==> config.mk <==
export PLATFORM = sky130hd
export DESIGN_NAME = ex_stage
export DESIGN_NICKNAME = d
export VERILOG_FILES = /design/src/common/ex_pkg.sv /design/src/ex_stage.sv /design/src/muldiv/muldiv_ctrl.sv /design/src/muldiv/iter_divider.sv /design/src/muldiv/mul_pipe.sv /design/src/branch_resolve.sv /design/src/int_alu.sv
export SDC_FILE = /design/constraint.sdc
export NUM_CORES = 2
export LEC_CHECK = 0
export BUFFER_PORTS_ARGS = -buffer_cell sky130_fd_sc_hd__buf_2
export CAP_MARGIN = 20
export CORE_ASPECT_RATIO = 0.9
export CORE_MARGIN = 2
export CORE_UTILIZATION = 55
export DETAILED_ROUTE_END_ITERATION = 6
export PLACE_DENSITY_LB_ADDON = 0.08
export SKIP_CTS_REPAIR_TIMING = 1
export SYNTH_ARGS = -nofsm -noshare
export SYNTH_HDL_FRONTEND = slang
export SYNTH_SLANG_ARGS = --single-unit
==> constraint.sdc <==
create_clock -name clk -period 10.8 [get_ports clk]
set_clock_uncertainty 0.1 [all_clocks]
set_input_delay 0 -clock clk [delete_from_list [all_inputs] [get_ports clk]]
set_output_delay 0 -clock clk [all_outputs]
set_load 0.01 [all_outputs]
==> src/common/ex_pkg.sv <==
package ex_pkg;

    localparam int XLEN        = 32;
    localparam int DIV_CYCLES  = 32;
    localparam int MUL_STAGES  = 2;
    localparam int INSTR_BYTES = 4;

    typedef logic [XLEN-1:0] word_t;
    typedef logic [31:0]     addr_t;
    typedef logic [4:0]      reg_addr_t;

    typedef enum logic [4:0] {
        ADD, SUB, SLT, SLTU,
        AND, OR, XOR, NOR,
        SLL, SRL, SRA,
        LUI, PCADD,
        MUL, MULH, MULHU,
        DIV, DIVU, MOD, MODU,
        BEQ, BNE, BLT, BGE, BLTU, BGEU, B, BL, JIRL,
        NOP
    } alu_op_e;

    typedef enum logic [2:0] {
        LOGIC,
        SHIFT,
        MOVE,
        ARITH,
        LINK,
        MULDIV,
        NONE
    } res_class_e;

    // Which result path feeds the write data
    function automatic res_class_e res_class_of(alu_op_e op);
        res_class_e rc;
        case (op)
            AND, OR, XOR, NOR:           rc = LOGIC;
            SLL, SRL, SRA:               rc = SHIFT;
            LUI, PCADD:                  rc = MOVE;
            ADD, SUB, SLT, SLTU:         rc = ARITH;
            BL, JIRL:                    rc = LINK;
            MUL, MULH, MULHU:            rc = MULDIV;
            DIV, DIVU, MOD, MODU:        rc = MULDIV;
            default:                     rc = NONE;
        endcase
        return rc;
    endfunction

    function automatic logic is_mul_op(alu_op_e op);
        return op inside {MUL, MULH, MULHU};
    endfunction

    function automatic logic is_div_op(alu_op_e op);
        return op inside {DIV, DIVU, MOD, MODU};
    endfunction

endpackage
==> src/ex_stage.sv <==
module ex_stage (
    input  logic              clk,
    input  logic              rst,

    input  logic              flush_i,
    input  logic              clear_i,
    input  logic              advance_i,

    input  ex_pkg::alu_op_e   op_i,
    input  ex_pkg::word_t     opnd1_i,
    input  ex_pkg::word_t     opnd2_i,
    input  ex_pkg::word_t     imm_i,
    input  ex_pkg::addr_t     pc_i,
    input  ex_pkg::addr_t     pred_target_i,
    input  ex_pkg::reg_addr_t waddr_i,
    input  logic              we_i,
    input  logic              pred_taken_i,

    output logic              ready_o,
    output logic              redirect_o,
    output ex_pkg::addr_t     redirect_target_o,

    output logic              wb_valid_o,
    output logic              wb_we_o,
    output ex_pkg::reg_addr_t wb_waddr_o,
    output ex_pkg::word_t     wb_wdata_o
);
    import ex_pkg::*;

    word_t      alu_result;
    word_t      md_result;
    word_t      wdata;
    logic       md_ready;
    logic       mispredict;
    addr_t      br_target;

    int_alu u_int_alu (
        .op_i     (op_i),
        .opnd1_i  (opnd1_i),
        .opnd2_i  (opnd2_i),
        .pc_i     (pc_i),
        .result_o (alu_result)
    );

    branch_resolve u_branch_resolve (
        .op_i          (op_i),
        .opnd1_i       (opnd1_i),
        .opnd2_i       (opnd2_i),
        .imm_i         (imm_i),
        .pc_i          (pc_i),
        .pred_target_i (pred_target_i),
        .pred_taken_i  (pred_taken_i),
        .mispredict_o  (mispredict),
        .target_o      (br_target)
    );

    muldiv_ctrl u_muldiv_ctrl (
        .clk       (clk),
        .rst       (rst),
        .flush_i   (flush_i),
        .advance_i (advance_i),
        .op_i      (op_i),
        .opnd1_i   (opnd1_i),
        .opnd2_i   (opnd2_i),
        .ready_o   (md_ready),
        .result_o  (md_result)
    );

    assign ready_o = md_ready;

    // Redirect only counts once the instruction leaves
    assign redirect_o        = mispredict & advance_i;
    assign redirect_target_o = br_target;

    assign wdata = (res_class_of(op_i) == MULDIV) ? md_result : alu_result;

    //////////////////////////////
    // Result register

    always_ff @(posedge clk) begin
        if (rst) begin
            wb_valid_o <= 1'b0;
            wb_we_o    <= 1'b0;
        end else if (flush_i | clear_i) begin
            wb_valid_o <= 1'b0;
            wb_we_o    <= 1'b0;
        end else begin
            wb_valid_o <= advance_i;
            wb_we_o    <= advance_i & we_i;
        end
    end

    always_ff @(posedge clk) begin
        if (advance_i) begin
            wb_waddr_o <= waddr_i;
            wb_wdata_o <= wdata;
        end
    end

endmodule

==> src/muldiv/muldiv_ctrl.sv <==
module muldiv_ctrl (
    input  logic            clk,
    input  logic            rst,
    input  logic            flush_i,
    input  logic            advance_i,
    input  ex_pkg::alu_op_e op_i,
    input  ex_pkg::word_t   opnd1_i,
    input  ex_pkg::word_t   opnd2_i,
    output logic            ready_o,
    output ex_pkg::word_t   result_o
);
    import ex_pkg::*;

    logic  is_mul;
    logic  is_div;
    logic  mul_start;
    logic  div_start;
    logic  mul_started;
    logic  div_started;
    logic  finished;
    logic  finish_now;
    logic  mul_done;
    logic  div_done;
    logic  div_busy;
    word_t mul_res;
    word_t quotient;
    word_t remainder;
    word_t divisor;
    word_t res_now;
    word_t res_q;

    assign is_mul = is_mul_op(op_i);
    assign is_div = is_div_op(op_i);

    //////////////////////////////
    // Start bookkeeping

    assign mul_start = is_mul & ~mul_started & ~finished & ~flush_i;
    // An aborted divide may still be running
    assign div_start = is_div & ~div_started & ~finished & ~flush_i & ~div_busy;

    always_ff @(posedge clk) begin
        if (rst) begin
            mul_started <= 1'b0;
            div_started <= 1'b0;
        end else if (advance_i | flush_i) begin
            mul_started <= 1'b0;
            div_started <= 1'b0;
        end else begin
            if (mul_start) mul_started <= 1'b1;
            if (div_start) div_started <= 1'b1;
        end
    end

    // Done pulses of aborted operations are ignored
    assign finish_now = (mul_done & mul_started) | (div_done & div_started);

    always_ff @(posedge clk) begin
        if (rst) begin
            finished <= 1'b0;
        end else if (advance_i | flush_i) begin
            finished <= 1'b0;
        end else if (finish_now) begin
            finished <= 1'b1;
        end
    end

    always_comb begin
        if (is_mul) begin
            res_now = mul_res;
        end else if (op_i inside {DIV, DIVU}) begin
            res_now = quotient;
        end else begin
            res_now = remainder;
        end
    end

    always_ff @(posedge clk) begin
        if (finish_now) begin
            res_q <= res_now;
        end
    end

    assign ready_o  = ~(is_mul | is_div) | finished | finish_now;
    assign result_o = finish_now ? res_now : res_q;

    // Zero divisor runs as divide by one
    assign divisor = (opnd2_i == '0) ? word_t'(1) : opnd2_i;

    mul_pipe u_mul_pipe (
        .clk      (clk),
        .rst      (rst),
        .start_i  (mul_start),
        .a_i      (opnd1_i),
        .b_i      (opnd2_i),
        .signed_i (op_i != MULHU),
        .high_i   (op_i != MUL),
        .done_o   (mul_done),
        .result_o (mul_res)
    );

    iter_divider u_iter_divider (
        .clk         (clk),
        .rst         (rst),
        .start_i     (div_start),
        .signed_i    (op_i inside {DIV, MOD}),
        .dividend_i  (opnd1_i),
        .divisor_i   (divisor),
        .busy_o      (div_busy),
        .done_o      (div_done),
        .quotient_o  (quotient),
        .remainder_o (remainder)
    );

endmodule

==> src/muldiv/iter_divider.sv <==
module iter_divider (
    input  logic          clk,
    input  logic          rst,
    input  logic          start_i,
    input  logic          signed_i,
    input  ex_pkg::word_t dividend_i,
    input  ex_pkg::word_t divisor_i,
    output logic          busy_o,
    output logic          done_o,
    output ex_pkg::word_t quotient_o,
    output ex_pkg::word_t remainder_o
);
    import ex_pkg::*;

    typedef enum logic [1:0] {
        IDLE,
        RUN,
        FIXUP
    } div_state_e;

    div_state_e                    state;
    logic [$clog2(DIV_CYCLES)-1:0] cnt;
    word_t                         dvs_mag;
    word_t                         quo_mag;
    word_t                         rem_mag;
    logic                          neg_q;
    logic                          neg_r;
    logic [XLEN:0]                 partial;
    logic [XLEN:0]                 trial;

    // Shift in next dividend bit and try to subtract
    assign partial = {rem_mag, quo_mag[XLEN-1]};
    assign trial   = partial - {1'b0, dvs_mag};

    always_ff @(posedge clk) begin
        if (rst) begin
            state <= IDLE;
            cnt   <= '0;
        end else begin
            case (state)
                IDLE: begin
                    if (start_i) begin
                        state <= RUN;
                        cnt   <= '0;
                    end
                end
                RUN: begin
                    cnt <= cnt + 1'b1;
                    if (cnt == $bits(cnt)'(DIV_CYCLES - 1)) begin
                        state <= FIXUP;
                    end
                end
                FIXUP:   state <= IDLE;
                default: state <= IDLE;
            endcase
        end
    end

    always_ff @(posedge clk) begin
        if (state == IDLE && start_i) begin
            quo_mag <= (signed_i & dividend_i[XLEN-1]) ? -dividend_i : dividend_i;
            dvs_mag <= (signed_i & divisor_i[XLEN-1]) ? -divisor_i : divisor_i;
            rem_mag <= '0;
            neg_q   <= signed_i & (dividend_i[XLEN-1] ^ divisor_i[XLEN-1]);
            neg_r   <= signed_i & dividend_i[XLEN-1];
        end else if (state == RUN) begin
            // Restore on negative trial
            if (!trial[XLEN]) begin
                rem_mag <= trial[XLEN-1:0];
            end else begin
                rem_mag <= partial[XLEN-1:0];
            end
            quo_mag <= {quo_mag[XLEN-2:0], ~trial[XLEN]};
        end
    end

    assign busy_o = state != IDLE;
    assign done_o = state == FIXUP;

    // Sign fixup on the magnitudes
    assign quotient_o  = neg_q ? -quo_mag : quo_mag;
    assign remainder_o = neg_r ? -rem_mag : rem_mag;

endmodule

==> src/muldiv/mul_pipe.sv <==
module mul_pipe (
    input  logic          clk,
    input  logic          rst,
    input  logic          start_i,
    input  ex_pkg::word_t a_i,
    input  ex_pkg::word_t b_i,
    input  logic          signed_i,
    input  logic          high_i,
    output logic          done_o,
    output ex_pkg::word_t result_o
);
    import ex_pkg::*;

    logic [MUL_STAGES-1:0]   vld;
    logic signed [XLEN:0]    a_s1;
    logic signed [XLEN:0]    b_s1;
    logic                    high_s1;
    logic                    high_s2;
    logic [2*XLEN-1:0]       prod_s2;

    always_ff @(posedge clk) begin
        if (rst) begin
            vld <= '0;
        end else begin
            vld <= {vld[MUL_STAGES-2:0], start_i};
        end
    end

    // Stage 1, operands extended by one sign bit
    always_ff @(posedge clk) begin
        a_s1    <= {signed_i & a_i[XLEN-1], a_i};
        b_s1    <= {signed_i & b_i[XLEN-1], b_i};
        high_s1 <= high_i;
    end

    // Stage 2
    always_ff @(posedge clk) begin
        prod_s2 <= (2*XLEN)'(a_s1) * (2*XLEN)'(b_s1);
        high_s2 <= high_s1;
    end

    assign done_o   = vld[MUL_STAGES-1];
    assign result_o = high_s2 ? prod_s2[2*XLEN-1:XLEN] : prod_s2[XLEN-1:0];

endmodule

==> src/branch_resolve.sv <==
module branch_resolve (
    input  ex_pkg::alu_op_e op_i,
    input  ex_pkg::word_t   opnd1_i,
    input  ex_pkg::word_t   opnd2_i,
    input  ex_pkg::word_t   imm_i,
    input  ex_pkg::addr_t   pc_i,
    input  ex_pkg::addr_t   pred_target_i,
    input  logic            pred_taken_i,
    output logic            mispredict_o,
    output ex_pkg::addr_t   target_o
);
    import ex_pkg::*;

    logic  taken;
    logic  dir_miss;
    logic  tgt_miss;
    addr_t jump_target;
    addr_t fall_through;

    always_comb begin
        case (op_i)
            BEQ:          taken = opnd1_i == opnd2_i;
            BNE:          taken = opnd1_i != opnd2_i;
            BLT:          taken = $signed(opnd1_i) < $signed(opnd2_i);
            BGE:          taken = $signed(opnd1_i) >= $signed(opnd2_i);
            BLTU:         taken = opnd1_i < opnd2_i;
            BGEU:         taken = opnd1_i >= opnd2_i;
            B, BL, JIRL:  taken = 1'b1;
            default:      taken = 1'b0;
        endcase
    end

    // JIRL jumps register relative, the rest pc relative
    assign jump_target  = (op_i == JIRL) ? opnd1_i + imm_i : pc_i + imm_i;
    assign fall_through = pc_i + addr_t'(INSTR_BYTES);

    assign dir_miss = taken ^ pred_taken_i;
    assign tgt_miss = taken & pred_taken_i & (jump_target != pred_target_i);

    assign mispredict_o = dir_miss | tgt_miss;
    assign target_o     = taken ? jump_target : fall_through;

endmodule

==> src/int_alu.sv <==
module int_alu (
    input  ex_pkg::alu_op_e op_i,
    input  ex_pkg::word_t   opnd1_i,
    input  ex_pkg::word_t   opnd2_i,
    input  ex_pkg::addr_t   pc_i,
    output ex_pkg::word_t   result_o
);
    import ex_pkg::*;

    word_t       logic_res;
    word_t       shift_res;
    word_t       move_res;
    word_t       arith_res;
    word_t       link_res;
    word_t       opnd2_neg;
    word_t       diff;
    logic        lt_signed;
    logic        lt_unsigned;
    logic [4:0]  shamt;

    // opnd1 - opnd2, shared by SUB and SLT
    assign opnd2_neg = ~opnd2_i + word_t'(1);
    assign diff      = opnd1_i + opnd2_neg;

    // Signed compare by sign cases
    assign lt_signed = (opnd1_i[XLEN-1] & ~opnd2_i[XLEN-1])
                     | (~opnd1_i[XLEN-1] & ~opnd2_i[XLEN-1] & diff[XLEN-1])
                     | (opnd1_i[XLEN-1] & opnd2_i[XLEN-1] & diff[XLEN-1]);
    assign lt_unsigned = opnd1_i < opnd2_i;

    assign shamt = opnd2_i[4:0];

    always_comb begin
        case (op_i)
            AND:     logic_res = opnd1_i & opnd2_i;
            OR:      logic_res = opnd1_i | opnd2_i;
            XOR:     logic_res = opnd1_i ^ opnd2_i;
            NOR:     logic_res = ~(opnd1_i | opnd2_i);
            default: logic_res = '0;
        endcase
    end

    always_comb begin
        case (op_i)
            SLL:     shift_res = opnd1_i << shamt;
            SRL:     shift_res = opnd1_i >> shamt;
            SRA:     shift_res = word_t'($signed(opnd1_i) >>> shamt);
            default: shift_res = '0;
        endcase
    end

    always_comb begin
        case (op_i)
            LUI:     move_res = opnd2_i;
            PCADD:   move_res = pc_i + opnd2_i;
            default: move_res = '0;
        endcase
    end

    always_comb begin
        case (op_i)
            ADD:     arith_res = opnd1_i + opnd2_i;
            SUB:     arith_res = diff;
            SLT:     arith_res = {{(XLEN-1){1'b0}}, lt_signed};
            SLTU:    arith_res = {{(XLEN-1){1'b0}}, lt_unsigned};
            default: arith_res = '0;
        endcase
    end

    // Return address for BL and JIRL
    assign link_res = pc_i + addr_t'(INSTR_BYTES);

    always_comb begin
        case (res_class_of(op_i))
            LOGIC:   result_o = logic_res;
            SHIFT:   result_o = shift_res;
            MOVE:    result_o = move_res;
            ARITH:   result_o = arith_res;
            LINK:    result_o = link_res;
            default: result_o = '0;
        endcase
    end

endmodule

# ---- Yosys cells after proc, flatten, opt, wreduce, memory -nomap -nowiden
# Memory sizes are Yosys's and may differ from the RTL's.
# Index checks and enable logic that the tools add are counted.
dict set report totals {
  reg_bits 313
  latch_bits 0
  mem_bits_rw 0
  rom_bits 192
  output_inout_bits 73
  elab_cells 178
  memories 2
}
# name words width read_ports rd_clocked_by_memory_dff write_ports line
set memory_table {}
lappend memory_table {{(name not given)} 32 3 1 0 0 ex_pkg.sv:36} ;# case (op)
lappend memory_table {{(name not given)} 32 3 1 0 0 ex_pkg.sv:36}
dict set report op_classes {
  add_sub_neg 13
  multipliers 1
  n_div 0
  magnitude_cmp 4
  eq_ne 43
  shift 3
  muxes 26
  bitwise 48
  n_reduce_logical 17
}
# operator n
set op_table {}
lappend op_table {{two-way mux 32 bit} 15}
lappend op_table {{one-hot mux 32 bit (4 select lines)} 2}
lappend op_table {{adder 32 bit} 5}
lappend op_table {{one-hot mux 32 bit (5 select lines)} 1}
lappend op_table {{negation 32 bit} 4}
lappend op_table {{one-hot mux 32 bit (3 select lines)} 1}
lappend op_table {{== test 5 bit, second input constant} 14}
lappend op_table {{greater-or-equal comparator 32 bit} 2}
lappend op_table {{< comparator 32 bit} 2}
lappend op_table {{multiplier 33 x 33 -> 64 bit} 1}
lappend op_table {{!= test 32 bit} 2}
lappend op_table {{NOT 32 bit} 2}
lappend op_table {{one-hot mux 32 bit (2 select lines)} 1}
lappend op_table {{== test 5 x 4 -> 1 bit, second input constant} 8}
lappend op_table {{subtractor 33 x 32 -> 33 bit} 1}
lappend op_table {{adder 32 x 1 -> 32 bit, second input constant} 1}
lappend op_table {{adder 32 x 3 -> 32 bit, second input constant} 1}
lappend op_table {{bitwise AND 32 bit} 1}
lappend op_table {{== test 32 bit} 1}
lappend op_table {{zero test 32 bit} 1}
lappend op_table {{bitwise OR 32 bit} 1}
lappend op_table {{left shift 32 x 5 -> 32 bit} 1}
lappend op_table {{right shift 32 x 5 -> 32 bit} 1}
lappend op_table {{>>> shifter 32 x 5 -> 32 bit} 1}
lappend op_table {{other kinds (31)} 85}

# ---- Logic depth before layout (Yosys ltp)
dict set report logic_depth {
  ltp_word 9
  ltp_mapped 30
  mapped_depth_nobuf 28
}

# ---- Cells and area by module
# Synthesis repeated with hierarchy kept, for this count alone.
dict set report unflattened {
  hier_cells 7986
  hier_area_um2 69731.9
}
# module n_inst cells_each area_per_inst_um2 seq_area_each_um2
set by_module_without_submodules {}
lappend by_module_without_submodules {mul_pipe 1 4336 41451.0 2682.6}
lappend by_module_without_submodules {int_alu 1 1727 11732.5 0.0}
lappend by_module_without_submodules {iter_divider 1 983 8349.3 2762.6}
lappend by_module_without_submodules {branch_resolve 1 613 4570.6 0.0}
lappend by_module_without_submodules {muldiv_ctrl 1 247 2028.2 700.7}
lappend by_module_without_submodules {ex_stage 1 80 1600.3 1151.1}

# ---- Worst setup path after synthesis
# No wires, ideal clock.
dict set report synth_path {
  path_kind {register to register}
  startpoint {register u_muldiv_ctrl.u_mul_pipe.a_s1[32]}
  endpoint {register u_muldiv_ctrl.u_mul_pipe.prod_s2[62]}
  setup_time_ns 0.120
  arrival_time_ns 7.388
  t_required_ns 10.580
  path_slack_ns 3.192
  path_stages_with_launch 26
  path_buffers 2
  synth_period_minus_slack_ns 7.608
  path_cell_list {dfxtp_1 > clkbuf_1 > and2_1 > fa_1 > fa_1 > fa_1 > fa_1 > fa_1 > fa_1 > fa_1 > inv_1 > fa_1 > inv_1 > ha_1 > clkbuf_1 > and4_1 > and3_1 > a22oi_1 > a211oi_1 > o21ai_0 > a21oi_1 > nor2_1 > o21a_1 > o21ai_0 > a41oi_1 > xnor2_1}
}
dict set report synth_via {
  elab_chain_cells 1
}
# item line
set synth_rtl {}
lappend synth_rtl {{start: declaration} mul_pipe.sv:15} ;# logic signed [XLEN:0] a_s1;
lappend synth_rtl {{start signal: assignment} mul_pipe.sv:31} ;# a_s1 <= {signed_i & a_i[XLEN-1], a_i};
lappend synth_rtl {{multiplier 33 x 33 -> 64 bit} mul_pipe.sv:38} ;# prod_s2 <= (2*XLEN)'(a_s1) * (2*XLEN)'(b_s1);
lappend synth_rtl {{end signal: assignment} mul_pipe.sv:38}
lappend synth_rtl {{end: declaration} mul_pipe.sv:19} ;# logic [2*XLEN-1:0] prod_s2;
# No other way between the ends.
# A chain may end at the register's enable or synchronous reset.

# ---- Worst setup path after layout
dict set report layout_path {
  startpoint {register u_muldiv_ctrl.u_mul_pipe.a_s1[32]}
  endpoint {register u_muldiv_ctrl.u_mul_pipe.prod_s2[60]}
}
# The elaborated chain is that of the path after synthesis.

==> flow_metrics.tcl <==
set metrics [dict create \
    drive_above_1_share 0.0752 \
    dpl_worst_slack_ps 1710 \
    worstMarginPinSlew_ps 1290 \
    max-slew-margin-rel 0.131 \
    synthTopCellsByArea "fa_1 (34%), ha_1 (7.7%), inv_1 (7.0%)" \
    cts.path.max_buffers 3 \
    netlist.area_leader.share 0.339 \
    status "completed" \
    cts_tree "yes" \
    dr.pass1.iters 7 \
    syn_area_per_cell_um2 8.64 \
    synth_cell_types 97 \
    wl_per_cell_um 27.3 \
    synth_most_common_cell "inv_1" \
    async_flop_share 0 \
    fin_crit_ps 9370 \
    cts.htree.levels 2 \
    routed_via_density 6.21 \
    drt_drc_violations_left 0 \
    max_freq_ghz 0.107 \
    arrival_ps 9750 \
    grt_pass1_vias 58700 \
    std_cell_rows 121 \
    synth_warnings 0 \
    r2r-start "u_muldiv_ctrl.u_mul_pipe.a_s1[32]" \
    synth_seq_area_share 0.109 \
    end_kind "register" \
    yosysTopAreaCell "fa_1" \
    antenna_found_initial 21 \
    cts-buffers-inserted 40 \
    syn2layout_area_growth_pct 7.48 \
    synth-edff-count 103 \
    clk_latency_ps 620 \
    die-area_um2 124000 \
    syn-num-nets 9439 \
    grt_pass1_wl_um 381000 \
    critPathMaxFanout 32 \
    rsz0062_at_grt "no" \
    use_met3 0.131 \
    r2r-end "u_muldiv_ctrl.u_mul_pipe.prod_s2[60]" \
    drt_iter0_markers 6483 \
    hp-class "input pin to register" \
    post-route-util 0.594 \
    cp.required_ps 11180 \
    synthesis.area_um2 66700 \
    critPathLaunch "u_muldiv_ctrl.u_mul_pipe.a_s1[32]" \
    dp_hpwl_um 205000 \
    routed_wl_um 258000 \
    setup_tns_ps 0 \
    netlist_instances 7720 \
    place_congestion 1.06 \
    io_pins 250 \
    yosys-top-cells-count "inv_1 (1241), fa_1 (1131), nand2_1 (892)" \
    die_h_um 334 \
    place_area_um2 69500 \
    crit_path_end "u_muldiv_ctrl.u_mul_pipe.prod_s2[60]" \
    vias 58700 \
    clkTransAtPathRegs_ps 60 \
    worst_slack_ps 1430 \
    track_usage 0.417 \
    synth_flop_cell "dfxtp_1" \
    setup_viol 0 \
    worst_r2r_path_depth 25 \
    worst-r2r-setup-slack_ps 1430 \
    start_util 0.553 \
    yosys_register_bits 313 \
    die_x_um 371 \
    grt.overflow.total 0 \
    grt_busiest_layer "met2" \
    max-cap-violations 0 \
    fin_nets 9520 \
    final_area_um2 71700 \
    numPortBuffers 249 \
    drv_slew 0 \
    hold_viol 0 \
    clock-root-buffer "clkbuf_16" \
    grtUsageMet2 0.602 \
    core_um2 121000 \
    ant_nets 0 \
    cts.sinks 313 \
    worstSetupPathType "register to register" \
    grt_use_met1 0.579 \
    post-route-period-util 0.867 \
    crit_path_start_kind "register" \
    grt_max_degree 73 \
]
==> layout make-up <==
type	instances	area, um2
clock buffer	51	1080
fill	10800	49000
sequential	313	7300
antenna	15	37.5
timing repair buffer	480	3240
tap	1599	2000
clock inverter	21	229
multi-input combinational	5722	53100
inverter	1244	4670
==> layout by cell type (no fill, tap or decap), types with 35 or more instances in the layout <==
master         synthesis  layout
edfxtp_1             103     103
nand2b_1              45      45
xnor2_1              243     243
o211ai_1              35      35
nor2b_1               61      61
inv_1               1241    1241
mux2i_1              113     113
buf_4                  2     150
a21o_1                72      72
xor2_1               111     111
a31oi_1               50      50
o21ai_0              338     338
ha_1                 411     411
dfxtp_1              210     206
fa_1                1131    1131
nand3_1               98      95
nand4_1               47      47
a211oi_1              58      58
o21bai_1              45      45
clkbuf_16              0      41
nor3_1                88      88
dlygate4sd3_1          0      77
a21oi_1              352     351
nor2_1               377     369
buf_2                  7     248
and2_1               552     552
mux4_2                45      45
nand2_1              892     891
o31ai_1               46      46
==> how the worst min path moves through the flow <==
stage / from / endpoint / slack (ps) / depth (start not counted)
after global placement: clear_i / wb_valid_o / 70 / 2
final: waddr_i[4] / wb_waddr_o[4] / 3 / 2
after floorplan: opnd1_i[0] / u_muldiv_ctrl.u_mul_pipe.a_s1[0] / -70 / 0
after detailed placement: waddr_i[2] / wb_waddr_o[2] / 80 / 1
after global routing: opnd2_i[2] / u_muldiv_ctrl.u_mul_pipe.b_s1[2] / 10 / 2
after CTS: clear_i / wb_valid_o / -560 / 2
==> flip-flops by register name (all words and copies together), names as in the netlist <==
name and count:
u_muldiv_ctrl.div_started 1, u_muldiv_ctrl.finished 1, u_muldiv_ctrl.mul_started 1, u_muldiv_ctrl.res_q 32, u_muldiv_ctrl.u_iter_divider.cnt 5, u_muldiv_ctrl.u_iter_divider.dvs_mag 32, u_muldiv_ctrl.u_iter_divider.neg_q 1, u_muldiv_ctrl.u_iter_divider.neg_r 1
u_muldiv_ctrl.u_iter_divider.quo_mag 32, u_muldiv_ctrl.u_iter_divider.rem_mag 32, u_muldiv_ctrl.u_iter_divider.state 2, u_muldiv_ctrl.u_mul_pipe.a_s1 33, u_muldiv_ctrl.u_mul_pipe.b_s1 33, u_muldiv_ctrl.u_mul_pipe.high_s1 1, u_muldiv_ctrl.u_mul_pipe.high_s2 1, u_muldiv_ctrl.u_mul_pipe.prod_s2 64
u_muldiv_ctrl.u_mul_pipe.vld 2, wb_valid_o 1, wb_waddr_o 5, wb_wdata_o 32, wb_we_o 1
==> worst max-delay path, stage by stage, from the launching register on <==
cell       delay, ps
dfxtp_1          310
buf_4            390
nand2_1          160
inv_1            160
fa_1             510
fa_1             590
fa_1             900
fa_1             540
fa_1             510
fa_1             530
fa_1             490
inv_1             50
fa_1             470
inv_1             40
ha_1             400
a21o_1           200
a21o_1           190
a21oi_1          500
o2111ai_1        480
o21ai_0          460
nor2_1           120
a221o_1          340
a21oi_1          290
o31ai_1          100
a21oi_1          180
xnor2_1          210
==> per-stage QoR <==
step / std cells / hold slack (ps)
3_3_place_gp: 9276 / 74.9
4_1_cts: 9350 / -562
2_1_floorplan: 7720 / -72.3
6_report: 9445 / 3.44
5_1_grt: 9432 / 11.1
3_5_place_dp: 9278 / 78.7
==> cells by family after synthesis <==
group	Yosys count	share of synthesized area
XOR/XNOR	357	0.0475
flip-flops	313	0.109
AO/OA/AOI/OAI	1330	0.129
buffers and inverters	1685	0.0952
adder cells (fa/ha/maj)	1542	0.416
AND/OR/NAND/NOR	2323	0.169
multiplexers	170	0.0342
==> layer usage <==
layer	routed length, um	part of all wire
met1	105000	0.41
met5	148	0.00057
met2	108000	0.42
met3	31000	0.12
met4	13300	0.052
Power is not shown: default switching activity piles up to over one toggle a cycle in this logic, so the estimate is an artifact.
